$ cat config.mk
export PLATFORM = sky130hd
export DESIGN_NAME = board_top
export DESIGN_NICKNAME = d
export VERILOG_FILES = /design/src/common/board_pkg.sv /design/src/design/audio_mixer.sv /design/src/design/board_top.sv /design/src/design/bus_merge.sv /design/src/design/work_ram_port.sv
export VERILOG_INCLUDE_DIRS = /design/src /design/src/common
export SDC_FILE = /design/constraint.sdc
export NUM_CORES = 1
export LEC_CHECK = 0
export ABC_AREA = 1
export ABC_CLOCK_PERIOD_IN_PS = 3900
export BUFFER_PORTS_ARGS = -buffer_cell sky130_fd_sc_hd__buf_2
export CAP_MARGIN = 25
export CORE_AREA = 2 2 214 216
export CTS_CLUSTER_SIZE = 25
export DETAILED_ROUTE_END_ITERATION = 8
export DIE_AREA = 0 0 216 218
export SKIP_LAST_GASP = 1
export SYNTH_ARGS = -nofsm -noshare
export SYNTH_HDL_FRONTEND = slang
export SYNTH_SLANG_ARGS = --single-unit
export TNS_END_PERCENT = 50
$ cat constraint.sdc
create_clock -name MCLK2 -period 3.9 [get_ports MCLK2]
set_clock_uncertainty 0.15 [all_clocks]
set_input_delay 0.78 -clock MCLK2 [delete_from_list [all_inputs] [get_ports MCLK2]]
set_output_delay 0.78 -clock MCLK2 [all_outputs]
set_load 0.05 [all_outputs]
$ cat src/common/board_defs.svh
// Board bus and audio widths
`ifndef BOARD_DEFS_SVH
`define BOARD_DEFS_SVH

// main cpu buses
`define VD_W 16
`define VA_W 23

// sound cpu buses
`define ZD_W 8
`define ZA_W 16

// work ram address widths
`define RAM68_AW 15
`define RAMZ_AW 13

// audio sample widths
`define FM_W 9
`define FM2612_W 10
`define PSG_W 16
`define MIX_W 16
`define MIX2612_W 18

// centre of the unsigned linear fm sample
`define FM_BIAS 256

`endif

$ cat src/common/board_pkg.sv
// Board bus and audio types
`include "board_defs.svh"

package board_pkg;

	// one driver per struct, oe is per bit and active high
	typedef struct packed {
		logic [`VD_W-1:0] data;
		logic [`VD_W-1:0] oe;
	} vd_drive_t;

	typedef struct packed {
		logic [`VA_W-1:0] data;
		logic [`VA_W-1:0] oe;
	} va_drive_t;

	typedef struct packed {
		logic [`ZD_W-1:0] data;
		logic [`ZD_W-1:0] oe;
	} zd_drive_t;

	typedef struct packed {
		logic [`ZA_W-1:0] data;
		logic [`ZA_W-1:0] oe;
	} za_drive_t;

	// 68k bus strobes, en drives the whole bundle
	typedef struct packed {
		logic as_n;
		logic uds_n;
		logic lds_n;
		logic rw;
		logic en;
	} m68k_strobe_t;

	typedef struct packed {
		logic rd_n;
		logic wr_n;
		logic mreq_n;
		logic en;
	} z80_strobe_t;

	// chipset ram controls, all active low except ia14
	typedef struct packed {
		logic ia14;
		logic uwr_n;
		logic lwr_n;
		logic ras0_n;
		logic eoe_n;
		logic noe_n;
		logic zram_n;
	} ram_ctrl_t;

	typedef struct packed {
		logic [`RAM68_AW-1:0] address;
		logic [1:0]           byteena;
		logic [`VD_W-1:0]     data;
		logic                 wren;
	} ram68_req_t;

	typedef struct packed {
		logic [`RAMZ_AW-1:0] address;
		logic [`ZD_W-1:0]    data;
		logic                wren;
	} ramz_req_t;

	// mol/mor unsigned linear, *_2612 signed dac
	typedef struct packed {
		logic [`FM_W-1:0]     mol;
		logic [`FM_W-1:0]     mor;
		logic [`FM2612_W-1:0] mol_2612;
		logic [`FM2612_W-1:0] mor_2612;
		logic [`PSG_W-1:0]    psg;
	} audio_in_t;

	typedef struct packed {
		logic [`MIX_W-1:0]     a_l;
		logic [`MIX_W-1:0]     a_r;
		logic [`MIX2612_W-1:0] a_l_2612;
		logic [`MIX2612_W-1:0] a_r_2612;
	} audio_out_t;

endpackage

$ cat src/design/audio_mixer.sv
// FM and PSG stereo mixer
`timescale 1ns/1ps
`include "board_defs.svh"

module audio_mixer (
	input  board_pkg::audio_in_t  audio_i,
	output board_pkg::audio_out_t audio_o
);

	// unsigned fm recentred, scaled by 64, plus psg
	function automatic logic [`MIX_W-1:0] lin_mix(
		input logic [`FM_W-1:0]  fm,
		input logic [`PSG_W-1:0] psg
	);
		logic [`FM_W-1:0] fm_s;
		fm_s = fm - `FM_W'(`FM_BIAS);
		return {fm_s[`FM_W-1], fm_s, 6'h0} + psg;
	endfunction

	// signed fm times 192 as x128 plus x64
	function automatic logic [`MIX2612_W-1:0] dac_mix(
		input logic [`FM2612_W-1:0] fm,
		input logic [`PSG_W-1:0]    psg
	);
		logic [`MIX2612_W-1:0] x128;
		logic [`MIX2612_W-1:0] x64;
		x128 = {fm[`FM2612_W-1], fm, 7'h0};
		x64  = {{2{fm[`FM2612_W-1]}}, fm, 6'h0};
		return x128 + x64 + {2'h0, psg};
	endfunction

	assign audio_o.a_l      = lin_mix(audio_i.mol, audio_i.psg);
	assign audio_o.a_r      = lin_mix(audio_i.mor, audio_i.psg);
	assign audio_o.a_l_2612 = dac_mix(audio_i.mol_2612, audio_i.psg);
	assign audio_o.a_r_2612 = dac_mix(audio_i.mor_2612, audio_i.psg);

endmodule

$ cat src/design/board_top.sv
// Mainboard bus fabric
`timescale 1ns/1ps
`include "board_defs.svh"

module board_top (
	input  logic                    MCLK2,
	input  logic                    rst_n_i,
	input  board_pkg::vd_drive_t    vd_chip_i,
	input  board_pkg::vd_drive_t    vd_cpu_i,
	input  board_pkg::va_drive_t    va_chip_i,
	input  board_pkg::va_drive_t    va_cpu_i,
	input  board_pkg::zd_drive_t    zd_chip_i,
	input  board_pkg::zd_drive_t    zd_cpu_i,
	input  board_pkg::za_drive_t    za_chip_i,
	input  board_pkg::za_drive_t    za_cpu_i,
	input  board_pkg::m68k_strobe_t m68k_chip_strb_i,
	input  board_pkg::m68k_strobe_t m68k_cpu_strb_i,
	input  board_pkg::z80_strobe_t  z80_chip_strb_i,
	input  board_pkg::z80_strobe_t  z80_cpu_strb_i,
	input  board_pkg::ram_ctrl_t    ram_ctrl_i,
	input  logic [`VD_W-1:0]        ram68_q_i,
	input  logic [`ZD_W-1:0]        ramz_q_i,
	input  board_pkg::audio_in_t    audio_i,
	output logic [`VD_W-1:0]        vd_o,
	output logic [`VA_W-1:0]        va_o,
	output logic [`ZD_W-1:0]        zd_o,
	output logic [`ZA_W-1:0]        za_o,
	output board_pkg::m68k_strobe_t m68k_strb_o,
	output board_pkg::z80_strobe_t  z80_strb_o,
	output board_pkg::ram68_req_t   ram68_req_o,
	output board_pkg::ramz_req_t    ramz_req_o,
	output board_pkg::audio_out_t   audio_o
);

	localparam int M68K_SW = $bits(board_pkg::m68k_strobe_t);
	localparam int Z80_SW  = $bits(board_pkg::z80_strobe_t);

	// work ram read-back is the third source on VD and ZD
	board_pkg::vd_drive_t ram_vd_drv;
	board_pkg::zd_drive_t ram_zd_drv;

	// main cpu data and address, undriven bits hold
	bus_merge #(.WIDTH(`VD_W), .NSRC(3), .HOLD_IDLE(1'b1)) u_vd_merge (
		.MCLK2   (MCLK2),
		.rst_n_i (rst_n_i),
		.data_i  ({vd_chip_i.data, vd_cpu_i.data, ram_vd_drv.data}),
		.oe_i    ({vd_chip_i.oe, vd_cpu_i.oe, ram_vd_drv.oe}),
		.bus_o   (vd_o)
	);

	bus_merge #(.WIDTH(`VA_W), .NSRC(2), .HOLD_IDLE(1'b1)) u_va_merge (
		.MCLK2   (MCLK2),
		.rst_n_i (rst_n_i),
		.data_i  ({va_chip_i.data, va_cpu_i.data}),
		.oe_i    ({va_chip_i.oe, va_cpu_i.oe}),
		.bus_o   (va_o)
	);

	// z80 data pulls high, address holds
	bus_merge #(.WIDTH(`ZD_W), .NSRC(3), .HOLD_IDLE(1'b0)) u_zd_merge (
		.MCLK2   (MCLK2),
		.rst_n_i (rst_n_i),
		.data_i  ({zd_chip_i.data, zd_cpu_i.data, ram_zd_drv.data}),
		.oe_i    ({zd_chip_i.oe, zd_cpu_i.oe, ram_zd_drv.oe}),
		.bus_o   (zd_o)
	);

	bus_merge #(.WIDTH(`ZA_W), .NSRC(2), .HOLD_IDLE(1'b1)) u_za_merge (
		.MCLK2   (MCLK2),
		.rst_n_i (rst_n_i),
		.data_i  ({za_chip_i.data, za_cpu_i.data}),
		.oe_i    ({za_chip_i.oe, za_cpu_i.oe}),
		.bus_o   (za_o)
	);

	// strobe bundles idle high, merged en always reads high
	bus_merge #(.WIDTH(M68K_SW), .NSRC(2), .HOLD_IDLE(1'b0)) u_m68k_strb_merge (
		.MCLK2   (MCLK2),
		.rst_n_i (rst_n_i),
		.data_i  ({m68k_chip_strb_i, m68k_cpu_strb_i}),
		.oe_i    ({{M68K_SW{m68k_chip_strb_i.en}}, {M68K_SW{m68k_cpu_strb_i.en}}}),
		.bus_o   (m68k_strb_o)
	);

	bus_merge #(.WIDTH(Z80_SW), .NSRC(2), .HOLD_IDLE(1'b0)) u_z80_strb_merge (
		.MCLK2   (MCLK2),
		.rst_n_i (rst_n_i),
		.data_i  ({z80_chip_strb_i, z80_cpu_strb_i}),
		.oe_i    ({{Z80_SW{z80_chip_strb_i.en}}, {Z80_SW{z80_cpu_strb_i.en}}}),
		.bus_o   (z80_strb_o)
	);

	// ram port runs off the registered buses
	work_ram_port u_work_ram_port (
		.vd_i        (vd_o),
		.va_i        (va_o),
		.zd_i        (zd_o),
		.za_i        (za_o),
		.ctrl_i      (ram_ctrl_i),
		.zrd_n_i     (z80_strb_o.rd_n),
		.zwr_n_i     (z80_strb_o.wr_n),
		.ram68_q_i   (ram68_q_i),
		.ramz_q_i    (ramz_q_i),
		.ram68_req_o (ram68_req_o),
		.ramz_req_o  (ramz_req_o),
		.vd_drive_o  (ram_vd_drv),
		.zd_drive_o  (ram_zd_drv)
	);

	audio_mixer u_audio_mixer (
		.audio_i (audio_i),
		.audio_o (audio_o)
	);

endmodule

$ cat src/design/bus_merge.sv
// Shared bus resolver
`timescale 1ns/1ps

module bus_merge #(
	parameter int WIDTH     = 16,
	parameter int NSRC      = 2,
	parameter bit HOLD_IDLE = 1'b1
) (
	input  logic                        MCLK2,
	input  logic                        rst_n_i,
	input  logic [NSRC-1:0][WIDTH-1:0]  data_i,
	input  logic [NSRC-1:0][WIDTH-1:0]  oe_i,
	output logic [WIDTH-1:0]            bus_o
);

	logic [WIDTH-1:0] drv;
	logic [WIDTH-1:0] any_en;
	logic [WIDTH-1:0] overlap;
	logic [WIDTH-1:0] idle_val;
	logic [WIDTH-1:0] bus_nxt;

	// wired-or of every enabled driver
	always_comb
	begin
		drv     = '0;
		any_en  = '0;
		overlap = '0;
		for (int s = 0; s < NSRC; s++)
		begin
			overlap = overlap | (any_en & oe_i[s]);
			drv     = drv | (data_i[s] & oe_i[s]);
			any_en  = any_en | oe_i[s];
		end
	end

	// undriven bits either hold or float high
	assign idle_val = HOLD_IDLE ? bus_o : {WIDTH{1'b1}};
	assign bus_nxt  = drv | (~any_en & idle_val);

	always_ff @(posedge MCLK2 or negedge rst_n_i)
	begin
		if (!rst_n_i)
			bus_o <= {WIDTH{1'b1}};
		else
			bus_o <= bus_nxt;
	end

	// no bit may have two enabled drivers at once
	a_single_driver: assert property (
		@(posedge MCLK2) disable iff (!rst_n_i)
		overlap == '0
	) else $error("bus contention on mask %h", overlap);

endmodule

$ cat src/design/work_ram_port.sv
// Work RAM port mapping
`timescale 1ns/1ps
`include "board_defs.svh"

module work_ram_port (
	input  logic [`VD_W-1:0]      vd_i,
	input  logic [`VA_W-1:0]      va_i,
	input  logic [`ZD_W-1:0]      zd_i,
	input  logic [`ZA_W-1:0]      za_i,
	input  board_pkg::ram_ctrl_t  ctrl_i,
	input  logic                  zrd_n_i,
	input  logic                  zwr_n_i,
	input  logic [`VD_W-1:0]      ram68_q_i,
	input  logic [`ZD_W-1:0]      ramz_q_i,
	output board_pkg::ram68_req_t ram68_req_o,
	output board_pkg::ramz_req_t  ramz_req_o,
	output board_pkg::vd_drive_t  vd_drive_o,
	output board_pkg::zd_drive_t  zd_drive_o
);

	logic upper_rd;
	logic lower_rd;
	logic z_rd;

	// va13 is replaced by the chipset's ia14
	assign ram68_req_o.address = {va_i[14], ctrl_i.ia14, va_i[12:0]};
	assign ram68_req_o.byteena = {~ctrl_i.uwr_n, ~ctrl_i.lwr_n};
	assign ram68_req_o.data    = vd_i;
	assign ram68_req_o.wren    = (~ctrl_i.uwr_n | ~ctrl_i.lwr_n) & ~ctrl_i.ras0_n;

	// z80 ram sees the low 8K of ZA
	assign ramz_req_o.address = za_i[`RAMZ_AW-1:0];
	assign ramz_req_o.data    = zd_i;
	assign ramz_req_o.wren    = ~ctrl_i.zram_n & ~zwr_n_i;

	// byte lane output enables for read-back
	assign upper_rd = ~ctrl_i.eoe_n & ~ctrl_i.ras0_n;
	assign lower_rd = ~ctrl_i.noe_n & ~ctrl_i.ras0_n;
	assign z_rd     = ~zrd_n_i & ~ctrl_i.zram_n;

	assign vd_drive_o.data = ram68_q_i;
	assign vd_drive_o.oe   = {{(`VD_W/2){upper_rd}}, {(`VD_W/2){lower_rd}}};

	assign zd_drive_o.data = ramz_q_i;
	assign zd_drive_o.oe   = {`ZD_W{z_rd}};

endmodule

==> results.yml, run 1 <==
status:
  status: "finished, final reports clean"
global_routing:
  grt_overflow: 0
  first_global_vias: 7688
  grt_start_max_net_pins: 71
  grt_usage_pct: 15.16
  grt_pass1_wl_um: 50430
  antenna_found_initial: 16
run:
  maxCapViolations: 0
setup_path:
  cp.arrival_ns: 2.85
  start_kind: "input pin"
  critical_path.max_fanout: 4
  critical_path_class: "input pin to output port"
  rr_startpoint: "u_z80_strb_merge.bus_o[3]"
  crit_chain: "clkbuf_4 -> fa_1 -> ha_1 -> inv_1 -> fa_1 -> inv_1 -> nand3_1 -> nand3_2 -> xor2_1 -> buf_2"
  cp-startpoint: "audio_i[7]"
  worst_setup_path_end_kind: "output port"
  crit_slowest_cell: "fa_1"
  slowest_delay_ns: 0.54
  required_ns: 2.97
timing:
  hold_viol: 0
  min_period_ns: 3.776
  slew_headroom_pct: 38.56
  slew_viol_final: 0
  worst-slew-pin-transition_ns: 0.9216
  rsz0062_at_grt: "yes"
  clock.fmax_mhz: 264.8
  setup_violations: 0
  min_period_over_period_pct: 96.83
  setup-tns-final_ns: 0
detailed_routing:
  dr.pass1.iters: 5
  drtAntennaViolNets: 0
  drc_errors: 0
  vias: 7963
  drt-initial-drc-count: 416
  routed_wl_um: 37640
  avgViaCountPerCell: 4.044
  wl_per_cell_um: 19.11
cells_and_area:
  final_common_cell: "buf_2"
  final_core_util_pct: 21.24
  final_cell_mix: "buf_2, nand2_1, nand3_1"
  final_area_um2: 9535
  drive_above_1_share_pct: 45.93
  fillerInstances: 5091
  syn2layout_area_growth_pct: 50.14
  finalNetCount: 1775
  instances_no_fill: 1969
synth:
  netlist_instances: 903
  yosysWarnings: 0
  yosysSeqAreaShare_pct: 28.96
  ys_types: 24
  ys_ff_latch: 70
  synthesis.area_um2: 6351
  synth.avg_cell_area_um2: 7.033
clock_tree:
  clk_latency_ns: 0.36
  clock_path_buffers: 2
  cts_tree: "yes"
  htreeDepth: 3
  cts-root-buf: "clkbuf_16"
  cts_sinks: 70
  cts_buffers: 9
  clkTransAtPathRegs_ns: 0.06
die:
  io_pins: 553
  start_util_pct: 14.15
  rows: 78
  die-height_um: 218
  dieArea_um2: 47090
  die_w_um: 216
  core_area_um2: 44890
placement:
  place_area_um2: 9150
  dp_hpwl_um: 33800
  port-buffer-count: 518
  place_inst: 1947
  place_congestion: 0.9261
worst_hold_path:
  worstHoldStart: "u_za_merge.bus_o[15]"
  hold_path_class: "flop to flop"
power_and_ir_drop:
  power_density_nw_per_um2: 422.5
  ir_drop_mv: 0.2499
  power_leakage_nw: 5.224
==> repair_timing <==
item	CTS	global route
hold endpoints to repair	0	0
hold buffers	0	0
setup buffers	0	0
endpoints found under the setup margin	3	7
gates resized for setup	1	19
==> through the flow <==
step / hold WS [ns] / total power [mW] / worst slack, ns
2_1_floorplan: 0.4408 / 2.488 / -0.02698
3_3_place_gp: 0.3193 / 3.072 / -0.01574
3_5_place_dp: 0.3263 / 3.082 / -0.04480
4_1_cts: 0.3347 / 4.053 / -0.03102
5_1_grt: 0.3578 / 4.239 / -0.05159
6_report: 0.3342 / 4.029 / 0.1237
==> state kept, by name, summed over array words and instances, names as in the netlist <==
register and flops:
u_m68k_strb_merge.bus_o 4, u_va_merge.bus_o 23, u_vd_merge.bus_o 16, u_z80_strb_merge.bus_o 3
u_za_merge.bus_o 16, u_zd_merge.bus_o 8
==> cell families after synthesis <==
kind of cell / count (synthesis) / share of synthesized area, %
other cells: 1 / 0.05904
compound gates: 35 / 3.408
buf+inv: 153 / 13.91
simple gates: 566 / 36.76
xor+xnor: 18 / 2.482
fa+ha+maj: 60 / 14.42
flops: 70 / 28.96
==> worst max-delay path: cells and delay by family <==
kind                     cells  cell delay (ns)
AND/OR/NAND/NOR              2             0.19
buffers and inverters        4             0.58
adder cells (fa/ha/maj)      3             1.15
XOR/XNOR                     1             0.14
==> synthesized netlist by cell type <==
master / number / area, um2
or2_2: 2 / 12.51
o31ai_1: 5 / 37.54
nand3_2: 2 / 20.02
dfstp_2: 70 / 1839
nand3_1: 100 / 500.5
a22oi_1: 3 / 22.52
xnor2_1: 4 / 35.03
clkinv_2: 2 / 10.01
buf_2: 2 / 10.01
nor2_2: 3 / 18.77
nand4_1: 22 / 137.6
xor2_1: 14 / 122.6
fa_1: 22 / 440.4
o311ai_0: 3 / 26.28
conb_1: 1 / 3.750
a21boi_0: 2 / 15.01
or2_1: 2 / 12.51
a21oi_1: 20 / 100.1
ha_1: 38 / 475.5
nand2_1: 349 / 1310
inv_1: 68 / 255.2
nor2_1: 86 / 322.8
buf_4: 81 / 608.1
o21a_1: 2 / 15.01
==> power breakdown <==
group	total [mW]	leakage, nW	switching (mW)	internal (mW)
combinational	2.19	4.33	1.61	0.578
sequential	0.919	0.737	0.0677	0.852
clock	0.922	0.153	0.358	0.564
==> cell type report <==
| class | instances | area [um2] | share of cell area [%] |
|---|---|---|---|
| clock inverter | 6 | 93.84 | 0.9841 |
| antenna | 6 | 15.01 | 0.1575 |
| sequential | 70 | 1839 | 19.29 |
| timing repair buffer | 526 | 2688 | 28.19 |
| multi-input combinational | 681 | 3655 | 38.33 |
| tap | 600 | 750.7 | 7.873 |
| inverter | 70 | 265.3 | 2.782 |
| clock buffer | 10 | 229.0 | 2.401 |
==> worst paths after layout <==
path	cells after the start	slack, ns	endpoint
worst max-delay path	10	0.12	audio_o[29]
worst min-delay path	2	0.33	u_za_merge.bus_o[15]
worst max register to register	3	2.33	u_zd_merge.bus_o[0]
worst min register to register	2	0.33	u_za_merge.bus_o[15]
max in group asynchronous	1	2.71	u_vd_merge.bus_o[8]
min in group asynchronous	1	0.84	u_m68k_strb_merge.bus_o[3]
==> layer usage <==
metal | wire, um | global-route usage [%] | up-vias
met5 | 184 | 1.771 | -
met4 | 1748 | 7.466 | 14
met3 | 4422 | 7.225 | 60
met2 | 17400 | 24.86 | 437
met1 | 13890 | 16.26 | 3723
li1 | - | - | 3729
(Power assumes the default switching activity.)
==> run 2: changes to the inputs <==
- ABC_CLOCK_PERIOD_IN_PS: 3900 -> 4320
- CORE_AREA: 2 2 214 216 -> 2 2 218 220
- DIE_AREA: 0 0 216 218 -> 0 0 220 222
- SYNTH_HIERARCHICAL: unset -> 1
- clock period: 3.9 -> 4.32 ns (I/O delays scaled with it)
==> run 2 against run 1 <==
  * Critical path depth increased by 5
  * Synthesized area rose by 18%
  * Hold slack got worse by 0.021 ns
  * Via count up 1.2%
  * Core utilization is 0.92 points higher
  * Power shrank 13%
  * Sequential cell count rose by 2
  * Synthesized cell count rose by 29%
  * Largest power group unchanged
==> results.yml, run 2 <==
status:
  status: "finished, final reports clean"
global_routing:
  grt_usage_pct: 10.76
  grt_overflow: 0
  grt_start_max_net_pins: 73
  antenna_found_initial: 6
  first_global_vias: 7411
  grt_pass1_wl_um: 39790
power_and_ir_drop:
  p_switching_mw: 1.812
  clock_power_share_pct: 21.6
  internal-power_mw: 1.700
  ir_drop_mv: 0.1971
  switching_share_pct: 51.59
  power_density_nw_per_um2: 342.6
  power_leakage_nw: 6.256
  p_total_mw: 3.512
  combPwrFrac_pct: 54.4
  seq_power_share_pct: 24.1
synth:
  synth.top_cell.area_share_pct: 25.29
  yosysSeqAreaShare_pct: 25.29
  synth_adder_area_share_pct: 12.24
  synth.avg_cell_area_um2: 6.438
  synth_ff_type: "dfstp_2"
  ys_top_cells_by_count: "nand2_1, inv_1, buf_4, nor2_1, dfstp_2"
  synthSimpleGateAreaFrac_pct: 37.68
  ys_ff_latch: 72
  synth-edff-count: 0
  yosysWarnings: 6
  syn_nets: 1579
  synth_compound_area_share_pct: 1.555
  synthXorXnorAreaFrac_pct: 2.107
  synth_top_area_cell: "dfstp_2"
  netlist_instances: 1162
  synthesis.area_um2: 7481
  ys_types: 21
  async_flop_share_pct: 100.0
  synth_area_leaders: "dfstp_2, nand2_1, buf_4"
  synth.most_common_cell: "nand2_1"
  muxShareOfSynthArea_pct: 0
  synth_top_family_by_area: "simple AND/OR/NAND/NOR gates"
die:
  rows: 79
  die_w_um: 220
  io_pins: 553
  core_area_um2: 46260
  start_util_pct: 16.17
  dieArea_um2: 48840
  die-height_um: 222
detailed_routing:
  avgViaCountPerCell: 3.680
  drt-initial-drc-count: 351
  vias: 8060
  dr.pass1.iters: 4
  wl_per_cell_um: 12.68
  routed_wl_um: 27760
  drc_errors: 0
  drtAntennaViolNets: 0
timing:
  min_period_over_period_pct: 94.76
  slew_headroom_pct: 28.70
  min_period_ns: 4.094
  slew_viol_final: 0
  timing.hold.ws_ns: 0.3134
  clock.fmax_mhz: 244.3
  postLayoutSetupSlackWorst_ns: 0.2265
  worst-slew-pin-transition_ns: 1.066
  setup-tns-final_ns: 0
  rsz0062_at_grt: "no"
  hold_viol: 0
  setup_violations: 0
placement:
  place_area_um2: 9922
  place_congestion: 0.9084
  dp_hpwl_um: 24190
  pre_cts_ws_ns: 0.2356
  port-buffer-count: 520
clock_tree:
  htreeDepth: 3
  post-cts-setup-buffer-count: 0
  clk_latency_ns: 0.36
  cts_tree: "yes"
  clkTransAtPathRegs_ns: 0.07
  cts_resized: 0
  cts_sinks: 72
  cts_buffers: 9
  clock_path_buffers: 2
  cts-hold-fix-buffers: 0
  cts-root-buf: "clkbuf_16"
cells_and_area:
  largest_register_ffs: 23
  final_area_um2: 10250
  regMostFlops: "u_va_merge/bus_o"
  reg_top3: "u_va_merge/bus_o x23, u_vd_merge/bus_o x16, u_za_merge/bus_o x16"
  drive_above_1_share_pct: 40.96
  finalNetCount: 1989
  final_cell_mix: "buf_2, nand2_1, inv_1"
  final_common_cell: "buf_2"
  syn2layout_area_growth_pct: 37.03
setup_path:
  worst_setup_path_end_kind: "output port"
  r2r_setup_slack_ns: 3.00
  start_kind: "input pin"
  cp.arrival_ns: 3.08
  critical_path_class: "input pin to output port"
  required_ns: 3.31
  critical_path.max_fanout: 3
run:
  maxCapViolations: 0
worst_hold_path:
  hold_path_class: "flop to flop"
[run 2: worst paths after layout]
kind | cells after the start | endpoint | start
worst min register to register | 2 | u_za_merge/bus_o[15] | u_za_merge/bus_o[15]
worst max-delay path | 15 | audio_o[33] | audio_i[7]
worst min-delay path | 2 | u_za_merge/bus_o[15] | u_za_merge/bus_o[15]
min in group asynchronous | 1 | u_va_merge/bus_o[9] | rst_n_i
worst max register to register | 6 | u_zd_merge/bus_o[4] | u_z80_strb_merge/bus_o[3]
max in group asynchronous | 2 | u_za_merge/bus_o[13] | rst_n_i
[run 2: logic make-up (layout without fill, tap and decap cells)]
logic type      Yosys count  after routing
fa+ha+maj                60             60
simple gates            696            696
compound gates           19             19
flops                    72             72
buf+inv                 297            712
other cells               0              6
xor+xnor                 18             18
[run 2: cell type report]
class                           count  area, um2
Sequential cell                    72       1892
Inverter                          173      649.4
Antenna cell                        6      15.01
Multi-Input combinational cell    793       4009
Fill cell                        5284      36010
Clock inverter                      7      61.31
Timing Repair Buffer              523       2640
Tap cell                          607      759.5
Clock buffer                        9      225.2
[run 2: critical path, cell delays in order]
cell and delay (ns):
buf_2 0.16, inv_1 0.08, fa_1 0.46, inv_1 0.06
ha_1 0.18, inv_1 0.06, fa_1 0.39, inv_1 0.09
nand3_1 0.07, nand3_1 0.13, nand2_1 0.09, nand2_1 0.07
nand2_1 0.04, nand2_1 0.04, buf_2 0.26
[run 2: power by group through the flow]
stage | Sequential (mW) | Combinational [mW] | Clock, mW
floorplan | 1.08 | 1.27 | 0
global placement | 0.855 | 1.92 | 0
detailed placement | 0.857 | 1.91 | 0
CTS | 0.848 | 1.92 | 0.825
global route | 0.857 | 2.06 | 0.834
finish | 0.845 | 1.91 | 0.757
[run 2: stage by stage]
| step | util (%) | instances |
|---|---|---|
| floorplan | - | 1162 |
| global placement | 21.45 | 2166 |
| detailed placement | 21.45 | 2166 |
| CTS | 22.07 | 2182 |
| global route | 22.14 | 2187 |
| finish | 22.16 | 2190 |
[run 2: layer usage]
layer | share of wire [%] | track usage (%)
met1 | 41 | 12.33
met2 | 48 | 18.59
met3 | 9.4 | 3.457
met4 | 2.1 | 3.789
met5 | 0.097 | 0
==> run 3: changes to the inputs <==
- ABC_AREA: 1 -> unset
==> run 3 against run 2 <==
  * Final area shrank 12%
  * Setup slack lost 0.21 ns
  * Fmax shrank 4.8%
  * Cell count shrank 25%
  * Die area is the same
  * Via count shrank 17%
  * Combinational power grew 4%
  * Synthesized area shrank 18%
  * Register-to-register slack lost 0.27 ns
  * Count of clock-buffer cells in the layout grew 1
  * Sequential power is essentially flat
  * Critical path type unchanged
  * Largest power group unchanged
  * Highest routed layer unchanged
==> results.yml, run 3 <==
status:
  status: "finished, final reports clean"
synth:
  yosysWarnings: 6
  synth_area_leaders: "dfstp_2, buf_4, ha_1"
  synth.top_cell.area_share_pct: 30.66
  synth_top_area_cell: "dfstp_2"
  netlist_instances: 599
  ys_top_cells_by_count: "buf_4, dfstp_2, a221o_1, nor3b_1, ha_1"
  syn_nets: 1016
  synth-edff-count: 0
  synth_ff_type: "dfstp_2"
  synth.most_common_cell: "buf_4"
  ys_types: 45
  synth.avg_cell_area_um2: 10.30
  yosysSeqAreaShare_pct: 30.66
  async_flop_share_pct: 100.0
  ys_ff_latch: 72
  synthesis.area_um2: 6171
die:
  core_area_um2: 46260
  start_util_pct: 13.34
  rows: 79
  io_pins: 553
  die_w_um: 220
  dieArea_um2: 48840
  die-height_um: 222
setup_path:
  critical_path_class: "input pin to output port"
  worst_setup_path_end_kind: "output port"
  start_kind: "input pin"
  required_ns: 3.31
  rr_startpoint: "u_z80_strb_merge/bus_o[3]"
  r2r_cells: 4
  r2r-end: "u_zd_merge/bus_o[0]"
  cp.arrival_ns: 3.29
  critical_path.max_fanout: 3
  r2r_setup_slack_ns: 2.73
clock_tree:
  cts_tree: "yes"
  clk_latency_ns: 0.37
  cts_buffers: 9
  clock_path_buffers: 2
  htreeDepth: 3
  cts-root-buf: "clkbuf_16"
  cts-hold-fix-buffers: 0
  cts_sinks: 72
  clkTransAtPathRegs_ns: 0.05
global_routing:
  met3_usage_pct: 5.748
  grt_pass1_wl_um: 47310
  gr-usage-met2_pct: 24.68
  grt_start_max_net_pins: 73
  first_global_vias: 6531
  grt_overflow: 0
  antenna_found_initial: 24
  grt_usage_pct: 14.17
  grt_util_met1_pct: 15.10
  grt-busiest-layer: "met2"
cells_and_area:
  largest_register_ffs: 23
  regMostFlops: "u_va_merge/bus_o"
  final_common_cell: "buf_2"
  final_cell_mix: "buf_2, dfstp_2, nor3b_1, a221o_1, ha_1"
  multi_input_area_um2: 3291
  drive_above_1_share_pct: 61.75
  fillerInstances: 5167
  syn2layout_area_growth_pct: 46.25
  instances_no_fill: 1638
  finalNetCount: 1429
  register_area_um2: 1892
  reg_top3: "u_va_merge/bus_o x23, u_vd_merge/bus_o x16, u_za_merge/bus_o x16"
timing:
  min_period_ns: 4.302
  clock.fmax_mhz: 232.5
  rsz0062_at_grt: "yes"
  setup_violations: 0
  worst-slew-pin-transition_ns: 1.110
  min_period_over_period_pct: 99.58
  slew_viol_final: 0
  setup-tns-final_ns: 0
  hold_viol: 0
  slew_headroom_pct: 25.70
detailed_routing:
  wl_per_cell_um: 22.43
  drc_errors: 0
  avgViaCountPerCell: 4.065
  dr.pass1.iters: 5
  drt-initial-drc-count: 364
  routed_wl_um: 36740
  drtAntennaViolNets: 0
  vias: 6658
power_and_ir_drop:
  ir_drop_mv: 0.3357
  power_density_nw_per_um2: 401.3
  power_leakage_nw: 4.337
placement:
  dp_hpwl_um: 32610
  place_congestion: 0.9267
  place_inst: 1606
  port-buffer-count: 520
worst_hold_path:
  worstHoldStart: "u_vd_merge/bus_o[13]"
  hold_depth: 2
  hold_path_class: "flop to flop"
  holdPathEnd: "u_vd_merge/bus_o[13]"
run:
  maxCapViolations: 0
run 3: worst max-delay path by stage:
| stage | cells after the start | endpoint | start |
|---|---|---|---|
| final | 11 | audio_o[15] | audio_i[7] |
| after global routing | 11 | audio_o[15] | audio_i[7] |
| after CTS | 13 | audio_o[35] | audio_i[7] |
| after detailed placement | 11 | audio_o[17] | audio_i[7] |
| after global placement | 11 | audio_o[17] | audio_i[7] |
| after floorplan | 9 | audio_o[15] | audio_i[7] |
run 3: worst max-delay path: stages:
cell and delay [ns]:
buf_2 0.14, fa_1 0.48, ha_1 0.23, inv_1 0.07
fa_1 0.19, and2b_1 0.18, o21a_1 0.18, a31o_2 0.28
o41ai_2 0.25, xnor2_1 0.16, clkbuf_4 0.26
run 3: per-stage QoR:
| stage | setup slack [ns] | power (mW) | hold WS [ns] | instance area, um2 | util, % |
|---|---|---|---|---|---|
| floorplan | -0.04767 | 2.320 | 0.5486 | 6186 | - |
| global placement | 0.001786 | 2.805 | 0.4266 | 8650 | 18.70 |
| detailed placement | -0.009418 | 2.814 | 0.4317 | 8650 | 18.70 |
| CTS | 0.004344 | 3.643 | 0.4469 | 8957 | 19.36 |
| global route | -0.08312 | 3.786 | 0.4654 | 9010 | 19.48 |
| finish | 0.01814 | 3.622 | 0.4433 | 9025 | 19.51 |
run 3: cell type report:
class                           count  area share (%)
Antenna cell                       14          0.3882
Clock buffer                       10           2.648
Clock inverter                      6          0.7348
Inverter                           21          0.8734
Multi-Input combinational cell    382           36.46
Sequential cell                    72           20.96
Tap cell                          607           8.415
Timing Repair Buffer              526           29.52
run 3: repair_timing:
| item | CTS | global route |
|---|---|---|
| endpoints found under the setup margin | 1 | 5 |
| gates cloned | 0 | 0 |
| buffers inserted | 0 | 0 |
| gates resized for setup | 1 | 5 |
run 3: where the power goes:
part | leakage [nW] | switching (mW) | total [mW] | internal [mW]
clock | 0.153 | 0.335 | 0.800 | 0.465
combinational | 3.43 | 1.42 | 1.98 | 0.554
sequential | 0.758 | 0.0545 | 0.844 | 0.790
total | 4.34 | 1.81 | 3.62 | 1.81
run 3: cell families after synthesis:
kind of cell / share of synthesized area [%]
xor gates and xnor gates: 5.109
buffers and inverters: 16.36
DFF: 30.66
adders and majority gates: 14.84
AOI/OAI and AO/OA: 19.06
and+or+nand+nor: 13.97
run 3: per-layer routing:
metal / vias to the layer above / wire, um
met4: 10 / 1300
met3: 75 / 3824
met1: 3190 / 13560
li1: 2974 / -
met2: 409 / 17990
met5: - / 57
